File: src/rtl/robPkg.sv
package robPkg;

  // machine width and ROB geometry
  localparam int superWidth   = 2;
  localparam int robDepth     = 16;
  localparam int robIdxWidth  = 4;
  localparam int archRegs     = 32;
  localparam int archIdxWidth = 5;
  localparam int physTagWidth = 6;
  // counts 0 through robDepth
  localparam int creditWidth  = 5;

  // one dispatched instruction
  typedef struct packed {
    logic                    valid;
    logic                    halt;
    logic [archIdxWidth-1:0] destArch;
    logic [physTagWidth-1:0] newTag;
    logic [physTagWidth-1:0] oldTag;
  } dispatchLane_t;

  // lane 0 is the oldest
  typedef dispatchLane_t [superWidth-1:0] dispatchPacket_t;

  typedef struct packed {
    logic                   valid;
    logic [robIdxWidth-1:0] robIdx;
  } completeLane_t;

  typedef completeLane_t [superWidth-1:0] completePacket_t;

  // mispredicted branch, everything younger gets flushed
  typedef struct packed {
    logic                   valid;
    logic [robIdxWidth-1:0] branchIdx;
  } rollback_t;

  // one committed instruction, oldTag goes back to the free list
  typedef struct packed {
    logic                    valid;
    logic                    halt;
    logic [archIdxWidth-1:0] destArch;
    logic [physTagWidth-1:0] newTag;
    logic [physTagWidth-1:0] oldTag;
  } retireLane_t;

  typedef retireLane_t [superWidth-1:0] retirePacket_t;

  typedef enum logic [1:0] {
    robRun,
    robRecover,
    robHalted
  } robState_t;

endpackage

File: src/rtl/archMap.sv
`timescale 1ns/1ps

module archMap (
  input  logic                              clock,
  input  logic                              reset,
  input  robPkg::retirePacket_t             retire,
  input  logic [robPkg::archIdxWidth-1:0]   archReadIdx,
  output logic [robPkg::physTagWidth-1:0]   archReadTag
);
  import robPkg::*;

  logic [physTagWidth-1:0] mapTable [archRegs];

  // committed mapping, no bypass of this cycle's retirement
  assign archReadTag = mapTable[archReadIdx];

  always_ff @(posedge clock) begin
    if (reset) begin
      // identity mapping out of reset
      for (int r = 0; r < archRegs; r++) begin
        mapTable[r] <= physTagWidth'(r);
      end
    end else begin
      // later lane is younger, so it overwrites lane 0 on a clash
      for (int i = 0; i < superWidth; i++) begin
        if (retire[i].valid) begin
          mapTable[retire[i].destArch] <= retire[i].newTag;
        end
      end
    end
  end

endmodule

File: src/rtl/reorderBuffer.sv
`timescale 1ns/1ps

module reorderBuffer (
  input  logic                              clock,
  input  logic                              reset,
  input  robPkg::dispatchPacket_t           dispatch,
  input  robPkg::completePacket_t           complete,
  input  robPkg::rollback_t                 rollback,
  input  logic [robPkg::archIdxWidth-1:0]   archReadIdx,
  output logic [robPkg::creditWidth-1:0]    creditReturn,
  output logic                              dispatchBlocked,
  output robPkg::retirePacket_t             retire,
  output logic                              halted,
  output logic [robPkg::physTagWidth-1:0]   archReadTag
);
  import robPkg::*;

  logic [robIdxWidth-1:0] head;
  logic [robIdxWidth-1:0] tail;
  logic [1:0]             dispatchCount;
  logic [1:0]             retireCount;
  logic [1:0]             retireAllow;
  logic [1:0]             retireHalt;
  logic                   acceptRollback;
  logic                   branchValid;
  rollback_t              flushTail;

  assign flushTail.valid     = acceptRollback;
  assign flushTail.branchIdx = rollback.branchIdx;

  assign retireHalt[0] = retire[0].valid && retire[0].halt;
  assign retireHalt[1] = retire[1].valid && retire[1].halt;

  robPointers pointers (
    .clock         (clock),
    .reset         (reset),
    .dispatchCount (dispatchCount),
    .retireCount   (retireCount),
    .flushTail     (flushTail),
    .head          (head),
    .tail          (tail),
    .flushedCount  (),
    .creditReturn  (creditReturn)
  );

  robRecoveryFsm recovery (
    .clock           (clock),
    .reset           (reset),
    .rollback        (rollback),
    .branchValid     (branchValid),
    .head            (head),
    .retireHalt      (retireHalt),
    .acceptRollback  (acceptRollback),
    .dispatchBlocked (dispatchBlocked),
    .retireAllow     (retireAllow),
    .halted          (halted)
  );

  robEntries entries (
    .clock          (clock),
    .reset          (reset),
    .dispatch       (dispatch),
    .complete       (complete),
    .head           (head),
    .tail           (tail),
    .acceptRollback (acceptRollback),
    .branchIdx      (rollback.branchIdx),
    .retireAllow    (retireAllow),
    .branchValid    (branchValid),
    .dispatchCount  (dispatchCount),
    .retireCount    (retireCount),
    .retire         (retire)
  );

  archMap committedMap (
    .clock       (clock),
    .reset       (reset),
    .retire      (retire),
    .archReadIdx (archReadIdx),
    .archReadTag (archReadTag)
  );

endmodule

File: src/rtl/robEntries.sv
`timescale 1ns/1ps

module robEntries (
  input  logic                              clock,
  input  logic                              reset,
  input  robPkg::dispatchPacket_t           dispatch,
  input  robPkg::completePacket_t           complete,
  input  logic [robPkg::robIdxWidth-1:0]    head,
  input  logic [robPkg::robIdxWidth-1:0]    tail,
  input  logic                              acceptRollback,
  input  logic [robPkg::robIdxWidth-1:0]    branchIdx,
  input  logic [1:0]                        retireAllow,
  output logic                              branchValid,
  output logic [1:0]                        dispatchCount,
  output logic [1:0]                        retireCount,
  output robPkg::retirePacket_t             retire
);
  import robPkg::*;

  logic [robDepth-1:0]    entryValid;
  logic [robDepth-1:0]    entryComplete;
  logic [robDepth-1:0]    validNext;
  logic [robDepth-1:0]    completeNext;
  dispatchLane_t          entryData [robDepth];
  logic [robIdxWidth-1:0] writeIdx [superWidth];
  logic [robIdxWidth-1:0] readIdx [superWidth];
  logic [robIdxWidth-1:0] branchAge;

  assign branchValid = entryValid[branchIdx];
  assign branchAge   = branchIdx - head;

  // lane 1 is only ever valid together with lane 0
  assign dispatchCount = {1'b0, dispatch[0].valid} + {1'b0, dispatch[1].valid};
  assign retireCount   = {1'b0, retire[0].valid} + {1'b0, retire[1].valid};

  always_comb begin
    for (int i = 0; i < superWidth; i++) begin
      writeIdx[i] = tail + robIdxWidth'(i);
      readIdx[i]  = head + robIdxWidth'(i);
    end
  end

  // retire candidates come straight from registered state at the head
  always_comb begin
    for (int i = 0; i < superWidth; i++) begin
      retire[i].valid    = entryValid[readIdx[i]] && entryComplete[readIdx[i]]
                           && retireAllow[i];
      retire[i].halt     = entryData[readIdx[i]].halt;
      retire[i].destArch = entryData[readIdx[i]].destArch;
      retire[i].newTag   = entryData[readIdx[i]].newTag;
      retire[i].oldTag   = entryData[readIdx[i]].oldTag;
    end
    // in order only
    retire[1].valid = retire[1].valid && retire[0].valid;
    // branch at the head flushes the entry behind it
    if (acceptRollback && (branchAge == '0)) begin
      retire[1].valid = 1'b0;
    end
  end

  always_comb begin
    validNext    = entryValid;
    completeNext = entryComplete;

    // lanes arriving with a rollback are younger than the branch
    for (int i = 0; i < superWidth; i++) begin
      if (dispatch[i].valid && !acceptRollback) begin
        validNext[writeIdx[i]]    = 1'b1;
        completeNext[writeIdx[i]] = 1'b0;
      end
    end

    for (int i = 0; i < superWidth; i++) begin
      if (complete[i].valid) begin
        completeNext[complete[i].robIdx] = 1'b1;
      end
    end

    for (int i = 0; i < superWidth; i++) begin
      if (retire[i].valid) begin
        validNext[readIdx[i]] = 1'b0;
      end
    end

    // age relative to head takes care of wraparound
    if (acceptRollback) begin
      for (int k = 0; k < robDepth; k++) begin
        if (robIdxWidth'(k - int'(head)) > branchAge) begin
          validNext[k] = 1'b0;
        end
      end
    end
  end

  always_ff @(posedge clock) begin
    if (reset) begin
      entryValid    <= '0;
      entryComplete <= '0;
    end else begin
      entryValid    <= validNext;
      entryComplete <= completeNext;
    end
  end

  always_ff @(posedge clock) begin
    for (int i = 0; i < superWidth; i++) begin
      if (dispatch[i].valid && !acceptRollback) begin
        entryData[writeIdx[i]] <= dispatch[i];
      end
    end
  end

endmodule

File: src/rtl/robPointers.sv
`timescale 1ns/1ps

module robPointers (
  input  logic                              clock,
  input  logic                              reset,
  input  logic [1:0]                        dispatchCount,
  input  logic [1:0]                        retireCount,
  input  robPkg::rollback_t                 flushTail,
  output logic [robPkg::robIdxWidth-1:0]    head,
  output logic [robPkg::robIdxWidth-1:0]    tail,
  output logic [robPkg::creditWidth-1:0]    flushedCount,
  output logic [robPkg::creditWidth-1:0]    creditReturn
);
  import robPkg::*;

  logic [creditWidth-1:0] occupancy;
  logic [creditWidth-1:0] occupancyNext;
  logic [robIdxWidth-1:0] branchAge;
  logic [robIdxWidth-1:0] headNext;
  logic [robIdxWidth-1:0] tailNext;

  // entries older than the branch
  assign branchAge = flushTail.branchIdx - head;

  // everything from the branch up to the old tail goes away, plus any
  // lanes dispatched on the same edge as the rollback
  always_comb begin
    if (flushTail.valid) begin
      flushedCount = occupancy - creditWidth'(branchAge) - creditWidth'(1)
                     + creditWidth'(dispatchCount);
    end else begin
      flushedCount = '0;
    end
  end

  assign headNext = head + robIdxWidth'(retireCount);

  always_comb begin
    if (flushTail.valid) begin
      tailNext = flushTail.branchIdx + robIdxWidth'(1);
    end else begin
      tailNext = tail + robIdxWidth'(dispatchCount);
    end
  end

  assign occupancyNext = occupancy + creditWidth'(dispatchCount)
                         - creditWidth'(retireCount) - flushedCount;

  always_ff @(posedge clock) begin
    if (reset) begin
      head         <= '0;
      tail         <= '0;
      occupancy    <= '0;
      creditReturn <= '0;
    end else begin
      head         <= headNext;
      tail         <= tailNext;
      occupancy    <= occupancyNext;
      // one cycle pulse, the dispatcher adds it to its credits
      creditReturn <= creditWidth'(retireCount) + flushedCount;
    end
  end

endmodule

File: src/rtl/robRecoveryFsm.sv
`timescale 1ns/1ps

module robRecoveryFsm (
  input  logic                              clock,
  input  logic                              reset,
  input  robPkg::rollback_t                 rollback,
  input  logic                              branchValid,
  input  logic [robPkg::robIdxWidth-1:0]    head,
  input  logic [1:0]                        retireHalt,
  output logic                              acceptRollback,
  output logic                              dispatchBlocked,
  output logic [1:0]                        retireAllow,
  output logic                              halted
);
  import robPkg::*;

  robState_t              state;
  robState_t              stateNext;
  logic [robIdxWidth-1:0] branchReg;
  logic                   headAtBranch;

  // only a live branch while running can start a recovery
  assign acceptRollback = rollback.valid && branchValid && (state == robRun);

  // retirement has drained down to the branch
  assign headAtBranch = (head == branchReg) || (head == branchReg + robIdxWidth'(1));

  always_comb begin
    stateNext = state;
    case (state)
      robRun: begin
        if (|retireHalt) begin
          stateNext = robHalted;
        end else if (acceptRollback) begin
          stateNext = robRecover;
        end
      end
      robRecover: begin
        // an older halt can still commit while recovering
        if (|retireHalt) begin
          stateNext = robHalted;
        end else if (headAtBranch) begin
          stateNext = robRun;
        end
      end
      default: stateNext = robHalted;
    endcase
  end

  assign dispatchBlocked = (state == robRecover);
  assign halted          = (state == robHalted);

  // lane 1 must not commit behind a halt in lane 0
  assign retireAllow[0] = (state != robHalted);
  assign retireAllow[1] = (state != robHalted) && !retireHalt[0];

  always_ff @(posedge clock) begin
    if (reset) begin
      state     <= robRun;
      branchReg <= '0;
    end else begin
      state <= stateNext;
      if (acceptRollback) begin
        branchReg <= rollback.branchIdx;
      end
    end
  end

endmodule
File: config.mk
export PLATFORM = sky130hd
export DESIGN_NAME = reorderBuffer
export DESIGN_NICKNAME = d
export VERILOG_FILES = /design/src/rtl/robPkg.sv /design/src/rtl/archMap.sv /design/src/rtl/reorderBuffer.sv /design/src/rtl/robEntries.sv /design/src/rtl/robPointers.sv /design/src/rtl/robRecoveryFsm.sv
export SDC_FILE = /design/constraint.sdc
export NUM_CORES = 1
export LEC_CHECK = 0
export BUFFER_PORTS_ARGS = -buffer_cell sky130_fd_sc_hd__buf_2
export CORE_MARGIN = 2
export CORE_UTILIZATION = 40
export DETAILED_ROUTE_END_ITERATION = 8
export SYNTH_ARGS = -nofsm -noshare
export SYNTH_HDL_FRONTEND = slang
export SYNTH_SLANG_ARGS = --single-unit
File: constraint.sdc
create_clock -name clock -period 9 [get_ports clock]
set_input_delay 1.8 -clock clock [delete_from_list [all_inputs] [get_ports clock]]
set_output_delay 1.8 -clock clock [all_outputs]
set_load 0.05 [all_outputs]
======== Yosys cells after proc, flatten, opt, wreduce, memory -nomap -nowiden ========
Memories as Yosys holds them, arrays and structs flattened. A register that Yosys moved wholly into a read port is not among the register bits.
Cells that the tools add are included.
word-level totals
  RAM bits ................................ 496
  register bits ........................... 56
  word-level logic and storage cells ...... 192
  memories ................................ 2
  input port bits ......................... 60
  output and inout bits ................... 51
memory list
  name                   words  bits a word  rd ports  clocked after Yosys merged registers in  write ports  line              RTL
  entries.entryData      16     19           2         1                                        2            robEntries.sv:24  dispatchLane_t entryData [robDepth];
  committedMap.mapTable  32     6            1         0                                        32           archMap.sv:12     logic [physTagWidth-1:0] mapTable [archRegs];
cells by class
  equality and inequality tests ........... 7
  reduce and logical (&&, ||, !) cells .... 28
  magnitude comparators ................... 29
  bitwise logic cells ..................... 12
  add/subtract/negate cells ............... 32
  multiplexer cells ....................... 74
operator list
  cell                 count
  $mux 16              9
  $and 16x16->16       4
  $gt 4x4->1           16
  $not 16->16          4
  $or 16x16->16        4
  $mux 1               42
  $lt 4x5->1 const B   7
  $sub 4x4->4 const A  8
  $demux 1 s4          6
  $ge 4x1->1 const B   6
  $bmux 1 s4           5
  $logic_and 1x1->1    19
  $add 4x1->4 const B  4
  $sub 3x4->4 const A  4
  $mux 5               3
  $mux 6               2
  $reduce_or 6->1      2
  $add 5x2->5          2
  $add 4x2->4          2
  $eq 4x4->1           2
  $mux 2               4
  $mux 4               2
  $sub 1x4->4 const A  2
  $sub 2x4->4 const A  2
  19 further kinds     21

======== Logic depth before layout (Yosys ltp) ========
  word-level depth ........................ 15
  mapped depth ............................ 31
  mapped depth without buffers ............ 22

======== Hierarchy ========
From an unflattened synthesis, not the netlist that was laid out.
second synthesis, totals
  cell total of the unflattened synthesis .. 2253
  area, all modules ....................... 32223.4 um^2
modules (own cells, without submodules)
  module          area each (um^2)  cells an instance  instances
  robEntries      20033.0           1311               1
  archMap         10371.2           739                1
  robPointers     1466.4            163                1
  robRecoveryFsm  340.3             38                 1
  reorderBuffer   12.5              2                  1

======== Worst setup path before layout ========
OpenSTA, ideal clock, no wires.
  kind .................................... reg-to-reg
  start ................................... reg pointers.head[1] in the netlist's numbering
  end ..................................... reg pointers.occupancy[4]
  setup slack ............................. 0.704 ns
  arrival time ............................ 8.169 ns
  data required time ...................... 8.872 ns
  stages on the path, launching flop included .. 31
  path through ............................ dfxtp_1 buf_2 buf_2 buf_2 buf_2 buf_2 buf_1 inv_1 ha_1 buf_4 buf_4 buf_2 mux2_2 a211oi_1 a311o_1 nand2_1 buf_2 nor3_1 ha_1 fa_1 fa_1 inv_1 ha_1 inv_1 fa_1 inv_1 a21o_1 a21oi_1 xnor2_1 xnor2_1 nor2_1
RTL lines
  element                 line               RTL
  from (decl)             robPointers.sv:9   output logic [robPkg::robIdxWidth-1:0] head,
  from (signal assigned)  robPointers.sv:56  head <= headNext;
  to (signal assigned)    robPointers.sv:58  occupancy <= occupancyNext;
  to (decl)               robPointers.sv:16  logic [creditWidth-1:0] occupancy;

==> results.json <==
{
  "cts_buffers": 60,
  "yosysSeqAreaShare": 0.468,
  "cpPeakStageDelay_ns": 0.94,
  "hpwl_microns": 65800,
  "p_leak_nw": 13.0,
  "worst_path_max_delay_cell": "ha_4",
  "antenna_found_initial": 8,
  "final_common_cell": "edfxtp_1",
  "synthDistinctLibCells": 71,
  "hold_buffers": 0,
  "synth.avg_cell_area_sq_um": 13.4,
  "power.total_mw": 6.46,
  "portBuffers": 110,
  "drv_cap": 0,
  "ios": 111,
  "clkSinkCount": 536,
  "synth_cells": 2482,
  "grt_pass1_vias": 23300,
  "worst_pin_slew_ns": 1.32,
  "synth_async_sr_flop_share": 0,
  "firstDrtPassIters": 5,
  "dieArea_sq_mm": 0.0853,
  "postPlaceCellArea_sq_mm": 0.0347,
  "cts_root_buf": "clkbuf_16",
  "startpoint_type": "flop",
  "grt_usage": 0.250,
  "grt_max_degree": 63,
  "wl_microns": 108000,
  "vias": 22900,
  "dp.cells": 3506,
  "cts_resized": 0,
  "tritoncts": "built",
  "cp_top_family": "buffers and inverters",
  "gp_congestion": 0.890,
  "row_count": 105,
  "crit_fanout": 39,
  "finalNetCount": 2640,
  "synth_edf_count": 480,
  "ys_warn_count": 0,
  "fin_skew_ns": 0.0430,
  "globalRoute.totalOverflow": 0,
  "min_period_over_period": 0.770,
  "viasPerCell": 6.33,
  "maxSlewHeadroom": 0.110,
  "htree_levels": 2,
  "die_h_microns": 292,
  "avgRoutedWirePerCell_microns": 29.8,
  "slew_violations": 0,
  "path_buf_inv": 5,
  "power_density_mw_per_mm2": 176,
  "path_cells": "inv_1 -> ha_4 -> buf_4 -> mux4_2 -> nand2_1 -> nand3_1 -> nand2_1 -> buf_4 -> inv_1 -> buf_2",
  "coreArea_sq_mm": 0.0821,
  "holdCritPathClass": "reg2reg",
  "peakVddDrop_mv": 0.173,
  "status": "finished, final reports clean",
  "ant_nets": 0,
  "grt_pass1_wl_microns": 158000,
  "start_util": 0.404,
  "pre_cts_slack_ns": 1.91,
  "area_delta_synth_final_pct": 10.4,
  "final_cell_mix": "edfxtp_1 (480), mux2_2 (300), mux4_2 (236)",
  "final_cells": 3614,
  "drtIter0Drc": 2491,
  "hold-worst-slack_ns": 0.486,
  "rsz0062_at_grt": "no",
  "min_period_ns": 6.93,
  "hold_viol_final": 0,
  "fin_ws_ns": 2.07,
  "cp.arrival_ns": 5.13,
  "synth_area_sq_mm": 0.0332,
  "fin_area_sq_mm": 0.0366,
  "cp-end-kind": "output port",
  "route.detailed.drc": 0,
  "worstSetupPathType": "reg2out",
  "yosys_most_used_dff": "edfxtp_1",
  "clk_latency_ns": 0.66,
  "final_util": 0.446,
  "required_ns": 7.20,
  "clkTransAtPathRegs_ns": 0.06,
  "die_w_microns": 292,
  "drive_gt1_frac": 0.332,
  "synth_fp_nets": 2623,
  "fin_tns_setup_ns": 0,
  "fmax_mhz": 144,
  "ys_ff_latch": 536,
  "postCtsSetupBuffers": 0,
  "setup_viol_count_final": 0,
  "cts_buffer_depth": 3
}
-- worst min-delay path, stage by stage (launching register included) --
cell and delay, ns:
dfxtp_1 0.31, o21ai_0 0.07, a21oi_1 0.06
-- state kept, by name, indices dropped and copies added (netlist names) --
name                   flops
pointers.creditReturn      5
recovery.state             2
pointers.head              4
entries.entryData        288
pointers.occupancy         5
pointers.tail              4
committedMap.mapTable    192
recovery.branchReg         4
entries.entryComplete     16
entries.entryValid        16
-- cell type report --
class	count	area (sq um)
fill	7352	45500
multi-input combinational	1648	16500
sequential	536	15500
clock buffer	74	1580
tap	1070	1340
timing repair buffer	177	1050
clock inverter	32	299
inverter	76	285
antenna	1	2.50
-- worst paths after layout --
kind                                             start                                    to  slack (ns)  cells after the start
setup reg to reg           pointers.head[0]$_SDFF_PP0_      pointers.occupancy[4]$_SDFF_PP0_        2.74                     20
hold reg to reg   entries.entryComplete[14]$_SDFF_PP0_  entries.entryComplete[14]$_SDFF_PP0_        0.49                      2
setup / recovery           pointers.head[0]$_SDFF_PP0_                            retire[25]        2.07                     10
hold / removal    entries.entryComplete[14]$_SDFF_PP0_  entries.entryComplete[14]$_SDFF_PP0_        0.49                      2
-- kinds of logic after synthesis --
kind of cell,Yosys count,share of synthesized area
buf+inv,298,0.0373
xor+xnor,37,0.00999
flops,536,0.468
compound gates,208,0.0433
fa+ha+maj,81,0.0333
mux,730,0.320
simple gates,592,0.0875
-- per-layer routing --
layer / wire length [microns] / global-route usage / share of wire / vias to the layer above
li1: - / - / - / 9710
met1: 42500 / 0.329 / 0.39 / 11700
met2: 51600 / 0.417 / 0.48 / 1173
met3: 9240 / 0.0422 / 0.086 / 267
met4: 4180 / 0.0922 / 0.039 / 10
met5: 65 / 0 / 0.00060 / -
-- power by group --
group / switching (mW) / leakage (nW) / internal, mW
registers: 0.0628 / 4.77 / 2.83
clock network: 1.06 / 0.912 / 1.35
logic: 0.750 / 7.30 / 0.408
total: 1.87 / 13.0 / 4.59
-- Yosys cell counts (10+ instances only) --
cell | instances | share of area
buf_2 | 56 | 0.0084
nor3_1 | 49 | 0.0074
mux4_2 | 236 | 0.16
nand4_1 | 19 | 0.0036
fa_1 | 12 | 0.0072
o211ai_1 | 29 | 0.0066
nor2b_1 | 18 | 0.0034
a31oi_1 | 20 | 0.0038
a21oi_1 | 49 | 0.0074
a21o_1 | 19 | 0.0043
and3_1 | 16 | 0.0030
inv_1 | 72 | 0.0081
nand3_1 | 73 | 0.011
nand2b_1 | 10 | 0.0019
clkbuf_1 | 135 | 0.015
o21ai_0 | 23 | 0.0035
dfxtp_1 | 56 | 0.034
nor2_1 | 141 | 0.016
a311o_1 | 12 | 0.0036
nand2_1 | 188 | 0.021
mux2_2 | 300 | 0.10
edfxtp_1 | 480 | 0.43
ha_1 | 69 | 0.026
or4_1 | 14 | 0.0032
buf_1 | 23 | 0.0026
mux2i_1 | 194 | 0.059
xnor2_1 | 28 | 0.0074
Note: power is estimated with default switching activity, not from simulation.
